$ cat src/source/int_mul.sv
`timescale 1ns/10ps
`default_nettype none

module int_mul (
  input  wire         clk,
  input  wire         reset_n,
  input  wire  [31:0] in1,
  input  wire  [31:0] in2,
  input  wire         is_signed,
  output logic [63:0] product
);

  logic signed [32:0] op1;
  logic signed [32:0] op2;
  logic signed [63:0] full;

  // extra top bit lets one signed multiplier serve both modes
  assign op1  = {is_signed & in1[31], in1};
  assign op2  = {is_signed & in2[31], in2};
  assign full = op1 * op2;  // low 64 bits are exact either way

  always_ff @(posedge clk or negedge reset_n) begin
    if (!reset_n) begin
      product <= '0;
    end else begin
      product <= full;
    end
  end

endmodule

`default_nettype wire

$ cat config.mk
export PLATFORM = sky130hd
export DESIGN_NAME = int_mul
export DESIGN_NICKNAME = d
export VERILOG_FILES = /design/src/source/int_mul.sv
export SDC_FILE = /design/constraint.sdc
export NUM_CORES = 2
export LEC_CHECK = 0
export ABC_AREA = 1
export BUFFER_PORTS_ARGS = -buffer_cell sky130_fd_sc_hd__buf_2
export CAP_MARGIN = 20
export CORE_MARGIN = 2
export CORE_UTILIZATION = 55
export DETAILED_ROUTE_END_ITERATION = 7
export GPL_TIMING_DRIVEN = 0
export PLACE_DENSITY_LB_ADDON = 0.1
export SYNTH_ARGS = -nofsm -noshare
export SYNTH_HDL_FRONTEND = slang
export SYNTH_SLANG_ARGS = --single-unit
$ cat constraint.sdc
create_clock -name clk -period 0.8 [get_ports clk]
set_clock_uncertainty 0.15 [all_clocks]
set_input_delay 0.04 -clock clk [delete_from_list [all_inputs] [get_ports clk]]
set_output_delay 0.04 -clock clk [all_outputs]
set_load 0.1 [all_outputs]
==> run summary <==
The run finished, with violations left. The final reports fail on hold timing, setup timing. Across the whole layout, storage elements account for 1842 um^2. The wire length of the first global-routing pass is 239600 um. The initial utilization of the core area, before any placement, comes to 55.28%. The vias after detailed routing is 35909, and the register clock-pin slew on the reported worst setup and hold paths is 0.06 ns. In the final layout, the share of cells above drive strength 1 is 23.94%. In this run the core area contains 101 standard-cell rows.

For the level count of the clock H-tree, the log shows 3. After detailed placement, the total cell area comes to 46750 um^2. Entering global routing, the biggest net connects 43 pins.

In this run the remaining antenna-violating nets after routing total 0. The slowest stage of the critical path is the fa_2 cell. In the layout the commonest cells are 1505 x inv_1, 1263 x nand2_1, 1061 x fa_1.

The run gives 6 as the number of iterations in the first detailed-routing pass. Headroom to the max-slew limit came out at 42.91%. In this run, distinct cell masters in the synthesized netlist total 29. The first routing iteration left 3555 violations. At the end of routability-driven placement, the weighted congestion stood at 1.039. Number of pins exceeding their max-slew limit in the final report: 0. The via count of the first global-routing pass was 37738.

When the netlist entered floorplanning its net count stood at 6610. The hold violation count in the final report is 64, and the number of violations of the max-capacitance limit is 0. Initial antenna violation count: 4.

Arrival time of data at the critical path endpoint: 6.96 ns. In this run the worst setup path terminates at product[56]. The floorplan step set the die width to 279.6 um. The largest fanout on the critical path was 6; the via density per instance was 5.558.

The die is 279.6 um tall. After layout, the worst path uses 858.3% of the clock period. The final global-route overflow total was 0; the quantity of I/O buffers inserted on ports was 66. STA classifies the critical path startpoint as a primary input. The tools report the post-detailed-routing wire length as 167300 um. The run gives 36790 um^2 as the combined area of the multi-input logic cells. Summing all non-filler instances in the final layout gives an area of 53150 um^2. The tools report the worst setup margin as -6.066 ns. The register with the most flip-flops in the layout has 64 of them.

Static timing analysis puts the maximum clock frequency at 0.1456 GHz. Yosys printed 0 warnings. TritonCTS built the clock tree. The standard cell core area came out at 75570 um^2.

The synthesized netlist occupies a cell area of 41770 um^2. Pin placement for this block handled 131 I/O pins. The largest single stage delay on the critical path is 0.67 ns. In the routed design, unresolved DRC markers number 0. The element type at the critical path end was a flip-flop. The synthesized area per cell is 8.024 um^2.

The root buffer cell chosen for the clock tree is clkbuf_16. After technology mapping, the gate count stands at 5206. Beginning of the critical path: is_signed.

The path class of the tightest hold or removal check is primary input to async pin. The die covers 78170 um^2. The largest registers in the layout are product x64. The top register by number of flip-flops is product.

For this run, the post-layout net count is 6880. For the number of fillers in the final layout, the log shows 5938. The flop and latch count out of synthesis is 64, and the average detailed-routed wire length per instance is 25.89 um. The area overhead of the layout relative to synthesis works out to 27.24%. The startpoint-to-endpoint class of the critical path is primary input to flip-flop. For the required arrival time at the worst endpoint, the log shows 0.89 ns. Setup repair after global routing could not meet its margin everywhere.

For the final hold slack, the log shows -0.4780 ns. In this run, CTS created clock tree buffers numbering 9. The clock drives 64 sinks. The tools report the deepest clock path buffer count as 2. The library cell used most frequently in the layout, excluding fill and tap cells, is inv_1. The transition at the pin with the smallest max-transition slack is 0.8549 ns, and the sequential-to-total area share from yosys stat is 3.834%. The detailed placement HPWL is 134300 um, and the aggregate global-route resource usage is 43.26%. The total setup violations reported at the end of the flow is 127, and the clock period minus worst slack is 6.866 ns.
## stage by stage
step           setup slack (ns)  util (%)  hold slack [ns]  instances  setup TNS, ns
4_1_cts                  -5.958     67.17          -0.4734       6389        -340.87
5_1_grt                  -6.162     70.33          -0.4324       6459        -352.10
6_report                 -6.066     70.34          -0.4780       6461        -344.05
3_3_place_gp             -7.420     61.83           0.2560       6250        -425.61
2_1_floorplan            -5.775         -          -0.4056       5206        -294.64
3_5_place_dp             -7.432     61.86          -0.1088       6251        -378.04
## synth_stat cells (all sizes together)
cell type / count / area [um^2]
inv: 1640 / 6156
nand2: 1455 / 5492
fa: 1125 / 22520
clkbuf: 257 / 964.7
ha: 212 / 2653
nor2: 161 / 644.4
nand3: 74 / 390.4
a21oi: 72 / 367.9
dfrtp: 64 / 1602
o21ai: 39 / 195.2
xor2: 31 / 271.5
nand4: 23 / 143.9
o21bai: 19 / 142.6
nor3: 12 / 80.08
or2: 6 / 37.54
buf: 4 / 20.02
xnor2: 4 / 35.03
a21o: 2 / 15.01
a31oi: 2 / 12.51
nand3b: 2 / 15.01
a21boi: 1 / 7.510
o21a: 1 / 7.510
## logic make-up (layout without fill, tap and decap cells)
logic type      count (synthesis)  count (layout)  share of synthesized area, %
flops                          64              64                         3.834
simple gates                 1733            1733                         16.28
compound gates                136             136                         1.791
xor+xnor                       35              35                        0.7338
other cells                     0               2                             0
buf+inv                      1901            2176                         17.09
fa+ha+maj                    1337            1337                         60.26
## area by class of cell
class,count,area share [%]
Antenna cell,2,0.009416
Tap cell,978,2.302
Multi-Input combinational cell,3241,69.22
Clock inverter,5,0.07297
Inverter,1640,11.67
Clock buffer,11,0.4755
Buffer,261,6.963
Timing Repair Buffer,259,5.824
Sequential cell,64,3.465
## worst min-delay path by stage
stage,startpoint,end,cells after the start,slack (ns)
2_1_floorplan,reset_n,product[0],0,-0.41
3_3_place_gp,reset_n,product[15],1,0.26
3_5_place_dp,reset_n,product[15],1,-0.11
4_1_cts,reset_n,product[15],1,-0.47
5_1_grt,reset_n,product[6],1,-0.43
6_report,reset_n,product[11],1,-0.48
## critical path: cells and delay by family
family / cells / cell delay, ns
adders and majority gates: 9 / 4.81
and+or+nand+nor: 10 / 1.20
buffers and inverters: 9 / 0.90
## per-layer routing
metal	vias up	wire length [um]	global-route usage [%]
met5	-	12	0
li1	14813	-	-
met2	2297	74170	66.78
met1	18147	58630	54.69
met3	650	19160	10.22
met4	2	15340	28.67
## repair_timing
item / CTS / global route
buffers inserted: 121 / 70
endpoints found under the setup margin: 126 / 126
cloned: 1 / 0
pin swaps: 219 / 193
hold endpoints to repair: 65 / 22
resized for setup: 657 / 525
Power is not shown: default switching activity piles up to over one toggle a cycle in this logic, so the estimate is an artifact.
