[src/source/cpu_pkg.sv]
`default_nettype none

package cpu_pkg;

  localparam int data_w = 32;
  localparam logic [data_w-1:0] reset_pc = '0;

  typedef enum logic [3:0] {
    op_nop   = 4'h0,
    op_alu   = 4'h1,
    op_addi  = 4'h2,
    op_ldi   = 4'h3,
    op_mul   = 4'h4,
    op_mulh  = 4'h5,
    op_mulhu = 4'h6,
    op_ld    = 4'h7,
    op_ldb   = 4'h8,
    op_st    = 4'h9,
    op_stb   = 4'ha,
    op_br    = 4'hb,
    op_halt  = 4'hc
  } opcode_t;

  typedef enum logic [2:0] {
    alu_add, alu_sub, alu_and, alu_or, alu_xor, alu_shl, alu_shr, alu_sar
  } alu_func_t;

  // branch condition, carried in the ra field
  typedef enum logic [3:0] {
    cond_always, cond_eq, cond_ne, cond_lt, cond_ltu
  } cond_t;

  typedef struct packed {
    opcode_t     op;
    logic [3:0]  ra;  // dest, store data or branch cond
    logic [3:0]  rb;
    logic [3:0]  rc;
    logic [15:0] imm; // alu func in low 3 bits for op_alu
  } instr_t;

  typedef struct packed {
    logic carry; // borrow on sub
    logic lt;    // negative ^ overflow
    logic zero;
  } ccr_t;

  typedef enum logic [2:0] {
    st_fetch, st_decode, st_exec, st_mem, st_wb, st_halt
  } ctl_state_t;

  typedef enum logic [1:0] {pc_hold, pc_inc, pc_rel} pc_sel_t;
  typedef enum logic [1:0] {mar_hold, mar_alu} mar_sel_t;
  typedef enum logic [1:0] {mdr_hold, mdr_bus, mdr_reg, mdr_pc} mdr_sel_t;
  typedef enum logic [2:0] {reg_alu, reg_mdr, reg_imm, reg_prod_lo, reg_prod_hi} reg_sel_t;
  typedef enum logic [1:0] {alu2_reg, alu2_imm} alu2_sel_t;

  typedef struct packed {
    pc_sel_t    pc_sel;
    mar_sel_t   mar_sel;
    mdr_sel_t   mdr_sel;
    reg_sel_t   reg_sel;
    alu2_sel_t  alu2_sel;
    alu_func_t  alu_func;
    logic       mul_signed;
    logic [3:0] rd_addr1;
    logic [3:0] rd_addr2;
    logic [3:0] wr_addr;
    logic       reg_write;
    logic       ir_write;
    logic       ccr_write;
    logic       addrsel;  // bus address from mar, else pc
  } ctl_t;

endpackage

`default_nettype wire

[src/source/cpu_control.sv]
`timescale 1ns/10ps
`default_nettype none

module cpu_control (
  input  wire                  clk,
  input  wire                  reset_n,
  input  wire cpu_pkg::instr_t ir,
  input  wire cpu_pkg::ccr_t   ccr,
  input  wire [1:0]            bus_align,
  input  wire                  waitrequest,
  output cpu_pkg::ctl_t        ctl,
  output logic                 read,
  output logic                 write,
  output logic                 halt,
  output logic [3:0]           byteenable
);

  cpu_pkg::ctl_state_t state;
  cpu_pkg::ctl_state_t state_next;
  logic is_load;
  logic is_store;
  logic is_byte;
  logic is_mul;
  logic taken;
  logic bus_done;

  assign is_load  = (ir.op == cpu_pkg::op_ld) || (ir.op == cpu_pkg::op_ldb);
  assign is_store = (ir.op == cpu_pkg::op_st) || (ir.op == cpu_pkg::op_stb);
  assign is_byte  = (ir.op == cpu_pkg::op_ldb) || (ir.op == cpu_pkg::op_stb);
  assign is_mul   = (ir.op == cpu_pkg::op_mul) || (ir.op == cpu_pkg::op_mulh) ||
                    (ir.op == cpu_pkg::op_mulhu);
  assign bus_done = (read | write) & ~waitrequest;  // transfer completes this cycle

  always_comb begin
    case (cpu_pkg::cond_t'(ir.ra))
      cpu_pkg::cond_always: taken = 1'b1;
      cpu_pkg::cond_eq:     taken = ccr.zero;
      cpu_pkg::cond_ne:     taken = ~ccr.zero;
      cpu_pkg::cond_lt:     taken = ccr.lt;
      cpu_pkg::cond_ltu:    taken = ccr.carry;
      default:              taken = 1'b0;
    endcase
  end

  always_comb begin
    state_next = state;
    case (state)
      cpu_pkg::st_fetch: begin
        if (bus_done) begin
          state_next = cpu_pkg::st_decode;
        end
      end
      cpu_pkg::st_decode: begin
        if (ir.op == cpu_pkg::op_halt) begin
          state_next = cpu_pkg::st_halt;
        end else begin
          state_next = cpu_pkg::st_exec;
        end
      end
      cpu_pkg::st_exec: begin
        if (is_load || is_store) begin
          state_next = cpu_pkg::st_mem;
        end else if (is_mul) begin
          state_next = cpu_pkg::st_wb;  // wait on the product register
        end else begin
          state_next = cpu_pkg::st_fetch;
        end
      end
      cpu_pkg::st_mem: begin
        if (bus_done) begin
          state_next = cpu_pkg::st_wb;
        end
      end
      cpu_pkg::st_wb:   state_next = cpu_pkg::st_fetch;
      cpu_pkg::st_halt: state_next = cpu_pkg::st_halt;
      default:          state_next = cpu_pkg::st_fetch;
    endcase
  end

  // strobes follow the next state so they rise on entry
  always_ff @(posedge clk or negedge reset_n) begin
    if (!reset_n) begin
      state <= cpu_pkg::st_fetch;
      read  <= 1'b0;
      write <= 1'b0;
      halt  <= 1'b0;
    end else begin
      state <= state_next;
      read  <= (state_next == cpu_pkg::st_fetch) ||
               ((state_next == cpu_pkg::st_mem) && is_load);
      write <= (state_next == cpu_pkg::st_mem) && is_store;
      halt  <= (state_next == cpu_pkg::st_halt);
    end
  end

  assign byteenable = (state == cpu_pkg::st_mem && is_byte) ? 4'b0001 << bus_align : 4'b1111;

  always_comb begin
    ctl.pc_sel  = cpu_pkg::pc_hold;
    ctl.mar_sel = cpu_pkg::mar_hold;
    ctl.mdr_sel = cpu_pkg::mdr_hold;
    ctl.reg_sel = cpu_pkg::reg_alu;
    if (ir.op == cpu_pkg::op_alu) begin
      ctl.alu2_sel = cpu_pkg::alu2_reg;
      ctl.alu_func = cpu_pkg::alu_func_t'(ir.imm[2:0]);
    end else begin
      ctl.alu2_sel = cpu_pkg::alu2_imm;  // addi and address offsets
      ctl.alu_func = cpu_pkg::alu_add;
    end
    ctl.mul_signed = (ir.op != cpu_pkg::op_mulhu);
    ctl.rd_addr1   = ir.rb;
    ctl.rd_addr2   = is_store ? ir.ra : ir.rc;
    ctl.wr_addr    = ir.ra;
    ctl.reg_write  = 1'b0;
    ctl.ir_write   = 1'b0;
    ctl.ccr_write  = 1'b0;
    ctl.addrsel    = (state == cpu_pkg::st_mem);
    case (state)
      cpu_pkg::st_fetch: begin
        if (bus_done) begin
          ctl.ir_write = 1'b1;
          ctl.pc_sel   = cpu_pkg::pc_inc;
        end
      end
      cpu_pkg::st_exec: begin
        case (ir.op)
          cpu_pkg::op_alu, cpu_pkg::op_addi: begin
            ctl.reg_write = 1'b1;
            ctl.ccr_write = 1'b1;
          end
          cpu_pkg::op_ldi: begin
            ctl.reg_write = 1'b1;
            ctl.reg_sel   = cpu_pkg::reg_imm;
          end
          cpu_pkg::op_br: begin
            if (taken) begin
              ctl.pc_sel = cpu_pkg::pc_rel;
            end
          end
          cpu_pkg::op_ld, cpu_pkg::op_ldb: ctl.mar_sel = cpu_pkg::mar_alu;
          cpu_pkg::op_st, cpu_pkg::op_stb: begin
            ctl.mar_sel = cpu_pkg::mar_alu;
            ctl.mdr_sel = cpu_pkg::mdr_reg;  // store data from ra
          end
          default: ctl.pc_sel = cpu_pkg::pc_hold;
        endcase
      end
      cpu_pkg::st_mem: begin
        if (is_load && bus_done) begin
          ctl.mdr_sel = cpu_pkg::mdr_bus;
        end
      end
      cpu_pkg::st_wb: begin
        ctl.reg_write = is_load || is_mul;
        case (ir.op)
          cpu_pkg::op_mul:                    ctl.reg_sel = cpu_pkg::reg_prod_lo;
          cpu_pkg::op_mulh, cpu_pkg::op_mulhu: ctl.reg_sel = cpu_pkg::reg_prod_hi;
          default:                            ctl.reg_sel = cpu_pkg::reg_mdr;
        endcase
      end
      default: ctl.ir_write = 1'b0;
    endcase
  end

endmodule

`default_nettype wire

[config.mk]
export PLATFORM = sky130hd
export DESIGN_NAME = cpu_control
export DESIGN_NICKNAME = d
export VERILOG_FILES = /design/src/source/cpu_pkg.sv /design/src/source/cpu_control.sv
export SDC_FILE = /design/constraint.sdc
export NUM_CORES = 1
export LEC_CHECK = 0
export BUFFER_PORTS_ARGS = -buffer_cell sky130_fd_sc_hd__clkbuf_2
export CAP_MARGIN = 20
export CORE_ASPECT_RATIO = 1.25
export CORE_MARGIN = 2
export CORE_UTILIZATION = 34
export CTS_BUF_LIST = sky130_fd_sc_hd__clkbuf_4 sky130_fd_sc_hd__clkbuf_8
export DETAILED_ROUTE_END_ITERATION = 6
export PLACE_DENSITY_LB_ADDON = 0.3
export SYNTH_ARGS = -nofsm -noshare
export SYNTH_HDL_FRONTEND = slang
export SYNTH_SLANG_ARGS = --single-unit
[constraint.sdc]
create_clock -name clk -period 2.25 [get_ports clk]
set_input_delay 0.675 -clock clk [delete_from_list [all_inputs] [get_ports clk]]
set_output_delay 0.675 -clock clk [all_outputs]
set_load 0.05 [all_outputs]
==> implementation parameters <==
Parameter                              Value

Power and ir drop
  Worst vdd rail ir drop ... 0.000328 V
  Total power per unit cell area ... 571 nW/µm²
  Final Total Pwr ... 0.993 mW
  Comb power frac ... 0.740
  Switching power total ... 0.495 mW
  Share of total power in sequential cells ... 0.163
  Leak pwr ... 0.868 nW
  Fraction of power spent switching nets ... 0.499
  Clock power frac ... 0.097
  Internal ... 0.498 mW

Yosys
  Most used standard cell by instance count after synthesis ... nand2_1
  Post-synthesis cell type with the largest combined area ... dfrtp_1
  Asr flop ratio synth ... 1.00
  Area fraction of the dominant cell type after synthesis ... 0.218
  Number of enable-type register cells in the synthesized netlist ... 0
  Syn Inst Count ... 93
  Most frequently used flop master after synthesis ... dfrtp_1
  Netlist cell types ... 32
  Most area-consuming cells after synthesis ... dfrtp_1 (22%), buf_4 (11%), nand2_1 (6.0%), nor2_1 (5.5%), o21ai_0 (4.4%)
  #FFs+latches synth ... 6
  Post-Syn Area ... 688 µm²
  Sequential element share of the synthesized area ... 0.218
  Leading post-synthesis cells by instance count ... nand2_1 (11), buf_4 (10), nor2_1 (10), inv_1 (8)
  Mean instance size in the synthesized netlist ... 7.40 µm²
  Number of warning messages in the yosys log ... 0

Timing
  Time the final worst path needs with I/O delays and setup ... 2.46 ns
  Final Max Tran Viols ... 0
  Worst clock skew ... 0.00239 ns
  RSZ-0062 raised after global routing ... true
  Final setup vio count ... 13
  Worst setup margin ... -0.208 ns
  Share of the cycle needed by the critical path after routing ... 1.09
  Maximum clock frequency ... 407 MHz
  Final-layout setup total negative slack ... -1.15 ns
  Final Hold Violating Endpoints ... 0
  Hold Worst Slack ... 0.250 ns

Final layout
  Final cell utilization of the core ... 0.898
  Final cell count without fillers ... 193
  Number of nets at the end of the flow ... 215
  Layout cell share with drive strength beyond 1 ... 0.728
  Number of antenna cells inserted ... 0
  Post-route cell area ... 1740 µm²
  Filler Cells Inserted ... 79
  Area growth from synthesis to final layout ... 153%

Status
  Run status ... finished, violations left
  Violations in the final reports ... setup timing

Clock tree
  Sinks on Clock Net ... 6
  Post-CTS clock slew at the launch and capture registers of the worst setup and hold paths ... 0.04 ns
  Root buffer cell ... clkbuf_4
  Post-cts hold buffer count ... 0
  # H-tree levels ... 1
  Total CTS buffers ... 3
  TritonCTS clock tree ... built
  Clock Path Buffers ... 2
  Clk Latency, worst-skew pair ... 0.24 ns

Setup path
  Data arrival time of the critical path ... 1.78 ns
  Critical Path RT ... 1.57 ns
  Critical Path Sink Type ... primary output
  Nature of the critical path startpoint ... input port
  Cells along the critical path ... clkbuf_16, or2b_4, nor3_4, nor2_1, o22ai_2, buf_8
  Worst stage delay on the critical path ... 0.29 ns
  Critical path buffers and inverters ... 2
  Top delay family on crit path ... simple AND/OR/NAND/NOR gates
  CP max stage cell ... or2b_4
  Worst-path fanout max ... 5
  Classification of the worst setup path ... input port to primary output

Global routing
  Number of global-route vias before repair ... 955
  Maximum number of pins on one net before global-route repair ... 8
  Remaining global-route overflow ... 0
  Number of antenna violations at the first check in global routing ... 0
  First-pass GRT wire length ... 4490 µm
  Gr usage total ... 0.254

Placement
  Placement-stage worst setup slack ... -0.273 ns
  Placement-stage cell area ... 1300 µm²
  HPWL after DPL ... 1870 µm
  Placed Cells incl. Taps ... 185
  Final weighted congestion of routability-driven global placement ... 0.813
  Input/output buffers ... 54

Floorplanning
  I/O pin total ... 78
  Area enclosed by the die boundary ... 2400 µm²
  Area of the core ... 1940 µm²
  Die width ... 44.2 µm
  Number of rows in the core area ... 18
  Y dimension of the die ... 54.3 µm
  Initial core utilization ... 0.355

Run
  Max Cap Violations ... 0

Detailed routing
  Count of TritonRoute iterations in the first routing pass ... 6
  Number of routed nets with antenna violations ... 0
  Count of vias placed by the detailed router ... 1,049
  Routed via count divided by cell count ... 5.44
  Routed wire length ... 3640 µm
  WL/cell ... 18.8 µm
  DR iter-0 viols ... 20
  Number of design rule violations left after detail routing ... 0

Hold path
  Worst hold path class ... input port to asynchronous set/reset pin
==> what timing repair did <==
item,4_1_cts,5_1_grt
endpoints found under the setup margin,21,20
buffers inserted,3,3
resized for setup,60,30
gates cloned,0,0
pin swaps,7,12
hold endpoints to repair,0,0
==> layout make-up <==
type | instances | area, µm² | area share
well taps | 20 | 25.0 | 0.0144
clock buffers | 3 | 22.5 | 0.0129
inverters | 8 | 30.0 | 0.0173
repair buffers | 88 | 863 | 0.496
multi-input cells | 68 | 648 | 0.373
flip-flops and latches | 6 | 150 | 0.0863
==> state kept, by name, indices dropped and copies added (netlist names) <==
register and count:
state 3, write 1, read 1, halt 1
==> routing by layer <==
metal  GRT usage  vias up  wire length, µm
li1            -      475                -
met1       0.266      500             1250
met2       0.534       64             2000
met3      0.0198       10              292
met4      0.0556        0               94
met5           0        -                0
==> power by group through the flow <==
stage	logic (mW)	registers, mW	clock network [mW]
after floorplan	0.362	0.211	0
after global placement	0.606	0.155	0
after detailed placement	0.614	0.158	0
after CTS	0.677	0.156	0.0974
after global routing	0.765	0.165	0.102
final	0.735	0.162	0.0960
==> worst paths after layout <==
check | endpoint | depth (start not counted) | slack (ns) | start
min reg2reg | state[1] | 4 | 0.76 | state[2]
max | ctl[3] | 6 | -0.21 | ir[30]
min in group clk | state[1] | 4 | 0.76 | state[2]
min | write | 1 | 0.25 | reset_n
max reg2reg | read | 4 | 0.78 | write
max in group asynchronous | state[0] | 1 | 1.85 | reset_n
==> cell usage in the layout (no fill, tap or decap), drive strengths merged <==
cell	count
nor3b	1
o22a	2
mux2	3
nand3	2
and2	4
buf	50
or2b	1
inv	8
o21a	1
xor2	1
o21bai	1
clkbuf	41
a22oi	2
nand2	11
conb	2
o21ai	6
nand2b	1
a21oi	1
dfrtp	6
nor2b	3
o22ai	1
nor3	2
nor4b	1
nor2	10
and2b	1
nor4	3
a31oi	3
nand3b	2
o311a	1
and3	2
==> cells by family (layout without fill, tap and decap cells) <==
group | Yosys count | in the layout | synth area share
AOI/OAI and AO/OA | 18 | 18 | 0.191
xor gates and xnor gates | 1 | 1 | 0.0236
buffers and inverters | 20 | 99 | 0.167
DFF | 6 | 6 | 0.218
muxes | 3 | 3 | 0.0545
other | 1 | 2 | 0.00545
and+or+nand+nor | 44 | 44 | 0.340
Note: power is estimated with default switching activity, not from simulation.
